===== src/verilog/sine_table.svh =====
// quarter-wave sine table, 33 points over 0..pi/2 in Q1.14
// included inside a module body, entry k is round(16384*sin(k*pi/64))

localparam logic signed [15:0] SINE_TABLE [0:32] = '{
	16'sd0,
	16'sd804,
	16'sd1606,
	16'sd2404,
	16'sd3196,
	16'sd3981,
	16'sd4756,
	16'sd5520,
	16'sd6270,
	16'sd7005,
	16'sd7723,
	16'sd8423,
	16'sd9102,
	16'sd9760,
	16'sd10394,
	16'sd11003,
	16'sd11585,
	16'sd12140,
	16'sd12665,
	16'sd13160,
	16'sd13623,
	16'sd14053,
	16'sd14449,
	16'sd14811,
	16'sd15137,
	16'sd15426,
	16'sd15679,
	16'sd15893,
	16'sd16069,
	16'sd16207,
	16'sd16305,
	16'sd16364,
	16'sd16384                             // sin(pi/2), needs the full Q1.14 range
};

===== src/verilog/arm_pkg.sv =====
// arm geometry and number formats for the two-link Jacobian engine
// angles are raw encoder counts, trig and lengths are Q1.14

`default_nettype none

package arm_pkg;

	typedef logic [11:0] angle_t;          // 4096 counts per turn
	typedef logic signed [15:0] fix_t;     // Q1.14
	typedef logic signed [17:0] acc_t;     // headroom for L1*s1 + L2*s12

	localparam int FRAC_BITS = 14;
	localparam int TABLE_STEPS = 32;       // table steps per quarter turn

	// link lengths, sum stays below 2.0 so nothing overflows
	localparam fix_t L1 = 16'sd12288;      // 0.75
	localparam fix_t L2 = 16'sd8192;       // 0.5

	// encoder reading at the mechanical zero of each joint
	localparam angle_t JOINT1_OFFSET = 12'd100;
	localparam angle_t JOINT2_OFFSET = 12'd3900;

endpackage

`default_nettype wire


===== src/verilog/sched_pkg.sv =====
// frame schedule for the Jacobian engine
// one opcode per enabled cycle, twelve cycles per frame

`default_nettype none

package sched_pkg;

	localparam int FRAME_LEN = 12;         // enabled cycles per frame

	typedef logic [3:0] count_t;

	typedef enum logic [3:0] {
		OP_CAPTURE,                        // sample joint angles
		OP_TRIG1,                          // sin/cos of theta1
		OP_TRIG12,                         // sin/cos of theta1 + theta2
		OP_MUL_S1,
		OP_MAC_S12,
		OP_MUL_S12,
		OP_MUL_C1,
		OP_MAC_C12,
		OP_MUL_C12,
		OP_PUBLISH,                        // copy entries to the outputs
		OP_IDLE
	} op_e;

endpackage

`default_nettype wire


===== src/verilog/jacobian_mac.sv =====
// shared multiplier-accumulator, one link-length product per enabled cycle
// builds the four Jacobian entries in scratch registers

`default_nettype none

module jacobian_mac import arm_pkg::*, sched_pkg::*; (
	input  logic clk,
	input  logic rst_n,
	input  logic en,
	input  op_e  op,
	input  fix_t s1,
	input  fix_t c1,
	input  fix_t s12,
	input  fix_t c12,
	output fix_t acc_j11,
	output fix_t acc_j12,
	output fix_t acc_j21,
	output fix_t acc_j22
);

	fix_t               coef;
	fix_t               operand;
	logic signed [31:0] prod;
	acc_t               prod_s;
	acc_t               sum;
	acc_t               acc;

	// operand select, L1 goes with theta1 terms and L2 with theta12 terms
	always_comb begin
		case (op)
			OP_MUL_S1: begin
				coef    = L1;
				operand = s1;
			end
			OP_MAC_S12, OP_MUL_S12: begin
				coef    = L2;
				operand = s12;
			end
			OP_MUL_C1: begin
				coef    = L1;
				operand = c1;
			end
			OP_MAC_C12, OP_MUL_C12: begin
				coef    = L2;
				operand = c12;
			end
			default: begin
				coef    = L1;
				operand = '0;
			end
		endcase
	end

	assign prod   = coef * operand;
	assign prod_s = acc_t'(prod >>> FRAC_BITS);      // back to Q1.14
	assign sum    = acc + prod_s;

	always_ff @(posedge clk or negedge rst_n) begin
		if (!rst_n) begin
			acc     <= '0;
			acc_j11 <= '0;
			acc_j12 <= '0;
			acc_j21 <= '0;
			acc_j22 <= '0;
		end else if (en) begin
			case (op)
				OP_MUL_S1, OP_MUL_C1: acc <= prod_s;
				OP_MAC_S12: begin
					acc     <= sum;
					acc_j11 <= fix_t'(-sum);         // -(L1*s1 + L2*s12)
				end
				OP_MUL_S12: begin
					acc     <= prod_s;
					acc_j12 <= fix_t'(-prod_s);
				end
				OP_MAC_C12: begin
					acc     <= sum;
					acc_j21 <= fix_t'(sum);
				end
				OP_MUL_C12: begin
					acc     <= prod_s;
					acc_j22 <= fix_t'(prod_s);
				end
				default: ;
			endcase
		end
	end

endmodule

`default_nettype wire


===== src/verilog/jacobian_out.sv =====
// output stage, publishes all four entries at once
// outputs hold while the next frame rewrites the scratch registers

`default_nettype none

module jacobian_out import arm_pkg::*, sched_pkg::*; (
	input  logic clk,
	input  logic rst_n,
	input  logic en,
	input  op_e  op,
	input  fix_t acc_j11,
	input  fix_t acc_j12,
	input  fix_t acc_j21,
	input  fix_t acc_j22,
	output fix_t j11,
	output fix_t j12,
	output fix_t j21,
	output fix_t j22,
	output logic frame_done
);

	logic publish;

	assign publish = en && op == OP_PUBLISH;

	always_ff @(posedge clk or negedge rst_n) begin
		if (!rst_n) begin
			j11        <= '0;
			j12        <= '0;
			j21        <= '0;
			j22        <= '0;
			frame_done <= 1'b0;
		end else begin
			frame_done <= publish;                   // one clock, low while en is low
			if (publish) begin
				j11 <= acc_j11;
				j12 <= acc_j12;
				j21 <= acc_j21;
				j22 <= acc_j22;
			end
		end
	end

endmodule

`default_nettype wire


===== src/verilog/jacobian_sequencer.sv =====
// frame sequencer, counts enabled cycles and decodes the count
// into the opcode that steers every datapath block

`default_nettype none

module jacobian_sequencer import sched_pkg::*; (
	input  logic clk,
	input  logic rst_n,
	input  logic en,
	output op_e  op
);

	count_t count;

	always_ff @(posedge clk or negedge rst_n) begin
		if (!rst_n) begin
			count <= '0;
		end else if (en) begin
			if (count == count_t'(FRAME_LEN - 1)) begin
				count <= '0;
			end else begin
				count <= count + 1'b1;
			end
		end
	end

	// fixed schedule, the multiplier is busy from count 3 to 8
	always_comb begin
		case (count)
			4'd0:    op = OP_CAPTURE;
			4'd1:    op = OP_TRIG1;
			4'd2:    op = OP_TRIG12;
			4'd3:    op = OP_MUL_S1;
			4'd4:    op = OP_MAC_S12;
			4'd5:    op = OP_MUL_S12;
			4'd6:    op = OP_MUL_C1;
			4'd7:    op = OP_MAC_C12;
			4'd8:    op = OP_MUL_C12;
			4'd9:    op = OP_PUBLISH;
			default: op = OP_IDLE;                   // counts 10 and 11
		endcase
	end

endmodule

`default_nettype wire


===== src/verilog/jacobian_top.sv =====
// two-link arm Jacobian engine, top level
// sequencer, capture, trig, shared MAC and output stage

`default_nettype none

module jacobian_top import arm_pkg::*, sched_pkg::*; (
	input  logic   clk,
	input  logic   rst_n,
	input  logic   en,
	input  angle_t theta1,
	input  angle_t theta2,
	output fix_t   j11,
	output fix_t   j12,
	output fix_t   j21,
	output fix_t   j22,
	output logic   frame_done
);

	op_e    op;
	angle_t theta1_q;
	angle_t theta12_q;
	fix_t   s1;
	fix_t   c1;
	fix_t   s12;
	fix_t   c12;
	fix_t   acc_j11;
	fix_t   acc_j12;
	fix_t   acc_j21;
	fix_t   acc_j22;

	jacobian_sequencer u_seq (
		.clk   (clk),
		.rst_n (rst_n),
		.en    (en),
		.op    (op)
	);

	joint_capture u_capture (
		.clk       (clk),
		.rst_n     (rst_n),
		.en        (en),
		.op        (op),
		.theta1    (theta1),
		.theta2    (theta2),
		.theta1_q  (theta1_q),
		.theta12_q (theta12_q)
	);

	sincos_unit u_trig (
		.clk       (clk),
		.rst_n     (rst_n),
		.en        (en),
		.op        (op),
		.theta1_q  (theta1_q),
		.theta12_q (theta12_q),
		.s1        (s1),
		.c1        (c1),
		.s12       (s12),
		.c12       (c12)
	);

	jacobian_mac u_mac (
		.clk     (clk),
		.rst_n   (rst_n),
		.en      (en),
		.op      (op),
		.s1      (s1),
		.c1      (c1),
		.s12     (s12),
		.c12     (c12),
		.acc_j11 (acc_j11),
		.acc_j12 (acc_j12),
		.acc_j21 (acc_j21),
		.acc_j22 (acc_j22)
	);

	jacobian_out u_out (
		.clk        (clk),
		.rst_n      (rst_n),
		.en         (en),
		.op         (op),
		.acc_j11    (acc_j11),
		.acc_j12    (acc_j12),
		.acc_j21    (acc_j21),
		.acc_j22    (acc_j22),
		.j11        (j11),
		.j12        (j12),
		.j21        (j21),
		.j22        (j22),
		.frame_done (frame_done)
	);

endmodule

`default_nettype wire


===== src/verilog/joint_capture.sv =====
// joint angle capture, samples both encoders once per frame
// removes the zero offsets and forms the summed angle theta12

`default_nettype none

module joint_capture import arm_pkg::*, sched_pkg::*; (
	input  logic   clk,
	input  logic   rst_n,
	input  logic   en,
	input  op_e    op,
	input  angle_t theta1,
	input  angle_t theta2,
	output angle_t theta1_q,
	output angle_t theta12_q
);

	angle_t theta1_rel;
	angle_t theta2_rel;

	assign theta1_rel = theta1 - JOINT1_OFFSET;   // wraps mod 4096
	assign theta2_rel = theta2 - JOINT2_OFFSET;

	always_ff @(posedge clk or negedge rst_n) begin
		if (!rst_n) begin
			theta1_q  <= '0;
			theta12_q <= '0;
		end else if (en && op == OP_CAPTURE) begin
			theta1_q  <= theta1_rel;
			theta12_q <= theta1_rel + theta2_rel;    // held until next capture
		end
	end

endmodule

`default_nettype wire


===== src/verilog/sincos_unit.sv =====
// sine and cosine unit, quarter-wave table lookup with quadrant folding
// keeps the sin/cos pair of theta1 and of theta12 for the whole frame

`default_nettype none

module sincos_unit import arm_pkg::*, sched_pkg::*; (
	input  logic   clk,
	input  logic   rst_n,
	input  logic   en,
	input  op_e    op,
	input  angle_t theta1_q,
	input  angle_t theta12_q,
	output fix_t   s1,
	output fix_t   c1,
	output fix_t   s12,
	output fix_t   c12
);

	`include "sine_table.svh"

	angle_t angle_sel;
	angle_t angle_cos;
	fix_t   sin_val;
	fix_t   cos_val;

	// quadrant in bits 11:10, table step in bits 9:5
	function automatic fix_t sine_lookup(input angle_t a);
		logic [1:0] quad;
		logic [4:0] pos;
		fix_t       mag;
		quad = a[11:10];
		pos  = a[9:5];
		mag  = quad[0] ? SINE_TABLE[TABLE_STEPS - pos] : SINE_TABLE[pos];   // mirror in q1, q3
		return quad[1] ? -mag : mag;                                        // negative half turn
	endfunction

	assign angle_sel = (op == OP_TRIG12) ? theta12_q : theta1_q;
	assign angle_cos = angle_sel + 12'd1024;         // cos(a) = sin(a + quarter turn)
	assign sin_val   = sine_lookup(angle_sel);
	assign cos_val   = sine_lookup(angle_cos);

	always_ff @(posedge clk or negedge rst_n) begin
		if (!rst_n) begin
			s1  <= '0;
			c1  <= '0;
			s12 <= '0;
			c12 <= '0;
		end else if (en) begin
			if (op == OP_TRIG1) begin
				s1 <= sin_val;
				c1 <= cos_val;
			end else if (op == OP_TRIG12) begin
				s12 <= sin_val;
				c12 <= cos_val;
			end
		end
	end

endmodule

`default_nettype wire


===== config.mk =====
export PLATFORM = sky130hd
export DESIGN_NAME = jacobian_top
export DESIGN_NICKNAME = d
export VERILOG_FILES = /design/src/verilog/arm_pkg.sv /design/src/verilog/sched_pkg.sv /design/src/verilog/jacobian_mac.sv /design/src/verilog/jacobian_out.sv /design/src/verilog/jacobian_sequencer.sv /design/src/verilog/jacobian_top.sv /design/src/verilog/joint_capture.sv /design/src/verilog/sincos_unit.sv
export VERILOG_INCLUDE_DIRS = /design/src /design/src/verilog
export SDC_FILE = /design/constraint.sdc
export NUM_CORES = 1
export LEC_CHECK = 0
export BUFFER_PORTS_ARGS = -buffer_cell sky130_fd_sc_hd__buf_4
export CAP_MARGIN = 5
export CELL_PAD_IN_SITES_DETAIL_PLACEMENT = 1
export CELL_PAD_IN_SITES_GLOBAL_PLACEMENT = 1
export CORE_ASPECT_RATIO = 0.8
export CORE_MARGIN = 4
export CORE_UTILIZATION = 43
export CTS_BUF_LIST = sky130_fd_sc_hd__clkbuf_16
export CTS_CLUSTER_SIZE = 14
export DETAILED_ROUTE_END_ITERATION = 6
export HOLD_SLACK_MARGIN = 0.02
export PLACE_DENSITY_LB_ADDON = 0.25
export SLEW_MARGIN = 20
export SYNTH_ARGS = -nofsm -noshare
export SYNTH_HDL_FRONTEND = slang
export SYNTH_SLANG_ARGS = --single-unit

===== constraint.sdc =====
create_clock -name clk -period 7.05 [get_ports clk]
set_clock_uncertainty 0.15 [all_clocks]
set_input_delay 1.41 -clock clk [delete_from_list [all_inputs] [get_ports clk]]
set_output_delay 1.41 -clock clk [all_outputs]
set_load 0.05 [all_outputs]

### After elaboration in Yosys (flattened, before gate mapping)

Memory sizes are Yosys's and may differ from the RTL's.
Cells that the tools add are included.

* bits in registers: 239
* bits in latches: 0
* RAM bits: 0
* bits in read-only memories: 4160
* input port bits: 27
* word-level logic and storage cells: 87
* memories kept: 5

* $add $sub $neg: 12
* multipliers: 1
* div/mod/pow operators: 0
* order comparisons: 4
* equality and inequality tests: 10
* shift operators: 0
* multiplexer cells: 17
* bitwise logic cells: 5
* reductions and logical operators: 16

Memory list
* (name not given): words 64, width 16, rd ports 1, clocked after Yosys merged registers in 0, wr ports 0, RTL line sincos_unit.sv:33 `mag = quad[0] ? SINE_TABLE[TABLE_STEPS - pos] : SINE_TABLE[pos];`
* (name not given): words 64, width 16, rd ports 1, clocked after Yosys merged registers in 0, wr ports 0, RTL line sincos_unit.sv:33
* (name not given): words 64, width 16, rd ports 1, clocked after Yosys merged registers in 0, wr ports 0, RTL line sincos_unit.sv:33
* (name not given): words 64, width 16, rd ports 1, clocked after Yosys merged registers in 0, wr ports 0, RTL line sincos_unit.sv:33
* (name not given): words 16, width 4, rd ports 1, clocked after Yosys merged registers in 0, wr ports 0, RTL line jacobian_sequencer.sv:29 `case (count)`

Operator list (count)
* $mux 16: 12
* $ge 33x7->1 const B: 2
* $not 32->33: 2
* $neg 16->16: 4
* $pmux 16 s4: 1
* $pmux 18 s2: 1
* $mul 15x16->31: 1
* $add 18x17->18: 1
* $eq 4x3->1 const B: 4
* $ge 6x7->1 const B: 2
* $sub 6x5->7 const A: 2
* $mux 13: 1
* $add 12x11->12 const B: 1
* $add 12x12->12: 1
* $eq 4x4->1 const B: 3
* $mux 12: 1
* $not 5->6: 2
* $reduce_and 2->1: 6
* $sub 12x12->12 const B: 1
* $sub 12x7->12 const B: 1
* $eq 4x2->1 const B: 2
* $reduce_or 4->1: 2
* $reduce_or 2->1: 3
* $add 4x1->4 const B: 1
* 7 further kinds: 8

### Depth between registers and ports, before layout

An unclocked memory read counts as a cell.

* word-level depth: 12
* mapped depth: 30
* depth with buffers taken out: 28

### Hierarchy

From an unflattened synthesis, not the netlist that was laid out.

* cell total of the unflattened synthesis: 1854
* area total of the unflattened synthesis: 17455.5 um^2

By module, submodules not included
* jacobian_mac: instances 1, cells each 735, area each 6631.4 um^2, sequential area each 2001.9 um^2
* sincos_unit: instances 1, cells each 791, area each 6508.7 um^2, sequential area each 1601.5 um^2
* jacobian_out: instances 1, cells each 138, area each 2451.1 um^2, sequential area each 1626.6 um^2
* joint_capture: instances 1, cells each 163, area each 1607.8 um^2, sequential area each 600.6 um^2
* jacobian_sequencer: instances 1, cells each 27, area each 256.5 um^2, sequential area each 100.1 um^2

### Worst setup path after synthesis

No wires, ideal clock.

* path type: reg2reg
* start point: register u_seq.count[1]
* end point: register u_mac.acc_j11[15]
* library setup time: 0.129 ns
* arrival time: 6.875 ns
* path slack: -0.104 ns
* stages on the path, launching flop included: 28
* buffers on the path: 2
* clock period less this slack: 7.154 ns
* cell sequence: dfrtp_1 > buf_4 > inv_1 > ha_1 > o32ai_1 > clkbuf_1 > nand2_1 > nand4_1 > ha_1 > ha_1 > xor2_1 > ha_1 > ha_1 > ha_1 > ha_1 > inv_1 > fa_1 > xor2_1 > inv_1 > ha_1 > or2_2 > o32ai_1 > xnor2_1 > or4_1 > or4_4 > nor4_2 > xor2_1 > o21ai_1

* cells in the longest elaborated chain, start to end: 7
* elaborated cells on any way between the ends: 16
* those cells by class: add/sub (2); mul (1); eq/ne (6); mux (2); reduce/logical (4); memory (1)

RTL lines
* start, declared: RTL line jacobian_sequencer.sv:13 `count_t count;`
* start signal, assigned: RTL line jacobian_sequencer.sv:22 `count <= count + 1'b1;`
* $mem_v2 16x4 (*)
* $eq 4x3->1 or $eq 4x4->1 (tied branches): RTL line jacobian_mac.sv:30 `case (op)`
* $reduce_or 2->1 or $reduce_or 4->1 (tied branches)
* $pmux 16 s4 or $mux 13 (tied branches): RTL line jacobian_mac.sv:30
* $mul 15x16->31 (*): RTL line jacobian_mac.sv:54 `assign prod = coef * operand;`
* net u_mac.prod[21]: RTL line jacobian_mac.sv:23 `logic signed [31:0] prod;`
* $add 18x17->18 (*): RTL line jacobian_mac.sv:56 `assign sum = acc + prod_s;`
* $neg 16->16 (*): RTL line jacobian_mac.sv:70 `acc_j11 <= fix_t'(-sum);`
* end signal, assigned: RTL line jacobian_mac.sv:70
* end, declared: RTL line jacobian_mac.sv:15 `output fix_t acc_j11,`

The timed path passes the listed nets; every way through them passes the cells marked *.
A chain may end at the register's enable or synchronous reset.

### Final worst setup path

* start point: register u_seq.count[3]
* end point: register u_mac.acc_j11[15]

Same word-level chain as after synthesis.

==> results.py <==
metrics = {
    "run_status": {
        "outcome": "completed",
    },
    "sta": {
        "holdWs_ns": 0.3218,
        "setup_viol": 0,
        "slew_headroom": 0.1491,
        "min_period_over_period": 0.9620,
        "hold_violations": 0,
        "slew_viol_final": 0,
        "final.min_clock_period_ns": 6.782,
        "tightestPinTransition_ns": 1.263,
        "finalSetupTns_ns": 0,
        "clock.fmax_ghz": 0.1474,
    },
    "layout": {
        "final_cell_mix": "492 x nand2_1, 223 x dfrtp_1, 153 x buf_4, 138 x ha_1, 136 x o21ai_0",
        "layout_commonest_cell": "nand2_1",
        "final_nets": 2112,
        "finalInstanceArea_um2": 18120,
        "antenna_cells": 0,
        "syn2layout_area_growth_pct": 13.83,
        "drive_gt1_frac": 0.1463,
        "fin_util": 0.5001,
        "fill_cells": 4253,
    },
    "worst_hold_path": {
        "whs_path_depth": 2,
        "hp-class": "reg2reg",
        "min_to": "u_out.j11[10]",
        "min_from": "u_mac.acc_j11[10]",
    },
    "worst_setup_path": {
        "rr_worst_depth": 25,
        "reg2reg_from": "u_seq.count[3]",
        "endpoint_kind": "register",
        "worst-path-buf-inv": 4,
        "worst-path-max-fanout": 17,
        "crit_slowest_cell": "or4_4",
        "cp.arrival_ns": 7.00,
        "worstSetupStartpointType": "register",
        "crit_top_cell": "ha_1",
        "startpoint": "u_seq.count[3]",
        "crit_type": "reg2reg",
        "slowest_delay_ns": 0.57,
        "crit_family": "adder cells",
        "r2r_end": "u_mac.acc_j11[15]",
        "required_ns": 7.27,
        "r2r_slack_ns": 0.27,
    },
    "synth": {
        "ys_ff_latch": 225,
        "yosysTopAreaCell": "dfrtp_1",
        "synth_warnings": 0,
        "avgSynthCellArea_um2": 8.525,
        "synth_fa_ha_area_frac": 0.1118,
        "async_flop_share": 1.000,
        "yosysSeqAreaShare": 0.3538,
        "synth-simple-area-share": 0.2099,
        "synth_top_family_by_area": "simple AND/OR/NAND/NOR gates",
        "muxShareOfSynthArea": 0.06431,
        "yosys.area.top_type_share": 0.3538,
        "synth.distinct_cells": 87,
        "synth_edf_count": 0,
        "synth-xor-area-share": 0.05668,
        "syn_area_um2": 15920,
        "synth_compound_area_frac": 0.1641,
        "synth_area_leaders": "dfrtp_1 35%, nand2_1 12%, ha_1 11%, o21ai_0 4.3%, xnor2_1 3.0%",
        "synthFlopType": "dfrtp_1",
        "syn_nets": 2035,
        "syn_inst": 1867,
    },
    "cts": {
        "clock_latency_ns": 0.54,
        "cts_buffers": 24,
        "path_clk_slew_ns": 0.06,
        "clockBufferDepth": 3,
        "cts_root_buffer": "clkbuf_16",
        "cts.hold.buffers_added": 0,
        "cts_tree": "done",
        "cts_sinks": 225,
        "htreeDepth": 1,
    },
    "floorplan": {
        "start_util": 0.4393,
        "dieArea_um2": 40170,
        "die_h_um": 180.1,
        "core_area_um2": 36230,
        "io_pins": 92,
        "floorplan.rows": 62,
        "die_w_um": 223.1,
    },
    "grt": {
        "grt_usage": 0.2511,
        "grt-ovfl-total": 0,
        "grt_max_degree": 101,
        "grt_pass1_wl_mm": 83.20,
        "antenna_found_initial": 0,
        "grt_pass1_vias": 14700,
    },
    "drt": {
        "wl_mm": 51.62,
        "firstDrtPassIters": 5,
        "viasPerCell": 5.879,
        "drtIter0Drc": 1269,
        "vias": 14360,
        "drcViolationCount": 0,
        "wire_per_inst_um": 21.14,
        "ant_nets": 0,
    },
    "placed_design": {
        "placed_area_um2": 17240,
        "portBuffers": 91,
        "gp_congestion": 0.9487,
        "dpl.hpwl_mm": 38.48,
    },
    "run": {
        "cap_viol_max_count": 0,
    },
}
[worst reg2reg max path: cells and delay by family (launching register included)]
family / cells / cell delay, ns
xor+xnor: 3 / 0.51
compound gates: 4 / 0.78
buf+inv: 4 / 0.52
flops: 1 / 0.40
fa+ha+maj: 9 / 2.44
simple gates: 5 / 1.84
[cells in the mapped netlist (9+ instances only)]
cell type / number
mux2_2: 41
a21o_1: 14
o211ai_1: 15
nor2b_1: 13
dfrtp_1: 225
xor2_1: 48
nand2b_1: 24
a22oi_1: 12
o21a_1: 9
o21ai_0: 136
nand3_1: 32
a31oi_1: 16
a21oi_1: 64
or3_1: 13
nand4_1: 14
xnor2_1: 55
nand2_1: 493
nor3_1: 25
inv_1: 45
buf_2: 13
a22o_1: 10
ha_1: 139
mux2i_1: 48
clkbuf_1: 78
nor4_1: 9
nor2_1: 83
and3_1: 11
a211oi_1: 15
and2_1: 10
o22ai_1: 10
[how the worst max path moves through the flow]
stage / end / slack, ns / cells past startpoint
after floorplan: u_mac.acc_j11[15] / 0.02 / 26
after global placement: u_mac.acc_j11[15] / 0.36 / 25
after detailed placement: u_mac.acc_j11[15] / 0.17 / 26
after CTS: u_mac.acc_j11[15] / 0.10 / 26
after global routing: u_mac.acc_j11[15] / -0.009 / 26
final: u_mac.acc_j11[15] / 0.27 / 25
[routing by layer]
metal	up-vias	part of all wire	track usage
li1	6684	-	-
met1	7199	0.49	0.3835
met2	406	0.42	0.3700
met3	67	0.078	0.05977
met4	0	0.014	0.03574
met5	-	0	0
[area by class of cell]
class                           count  area, µm²  area share
Clock buffer                       24      600.6     0.03315
Timing Repair Buffer              156       1195     0.06596
Multi-Input combinational cell   1492       9778      0.5397
Tap cell                          480      600.6     0.03315
Clock inverter                     20      138.9    0.007666
Sequential cell                   225       5633      0.3109
Inverter                           45      170.2    0.009393
[registers in the layout, indices dropped and copies added, names as in the netlist]
name / count
u_mac.acc: 16
u_trig.c12: 15
u_mac.acc_j12: 16
u_trig.c1: 16
u_mac.acc_j11: 16
u_out.frame_done: 1
u_trig.s1: 16
u_out.j12: 16
u_out.j11: 16
u_out.j21: 16
u_mac.acc_j22: 16
u_out.j22: 16
u_capture.theta12_q: 7
u_capture.theta1_q: 7
u_mac.acc_j21: 16
u_seq.count: 4
u_trig.s12: 15
[what timing repair did]
action | 4_1_cts | 5_1_grt
setup buffers | 0 | 6
gates resized for setup | 0 | 21
endpoints found under the setup margin | 0 | 8
endpoints found under the hold margin | 0 | 0
[logic make-up (layout without fill, tap and decap cells)]
group / Yosys count / count (layout)
simple gates: 758 / 758
compound gates: 395 / 395
flops: 225 / 225
buf+inv: 150 / 245
fa+ha+maj: 141 / 141
xor+xnor: 103 / 103
mux: 95 / 95
[stage by stage]
step | instances | setup slack (ns)
after global routing | 2442 | -0.008713
after floorplan | 1867 | 0.01745
after CTS | 2436 | 0.1014
after detailed placement | 2392 | 0.1709
after global placement | 2392 | 0.3634
final | 2442 | 0.2676
Power is left out: the tool's default activity adds up to more than one toggle a clock period on the data nets, which glitch-free logic cannot reach.
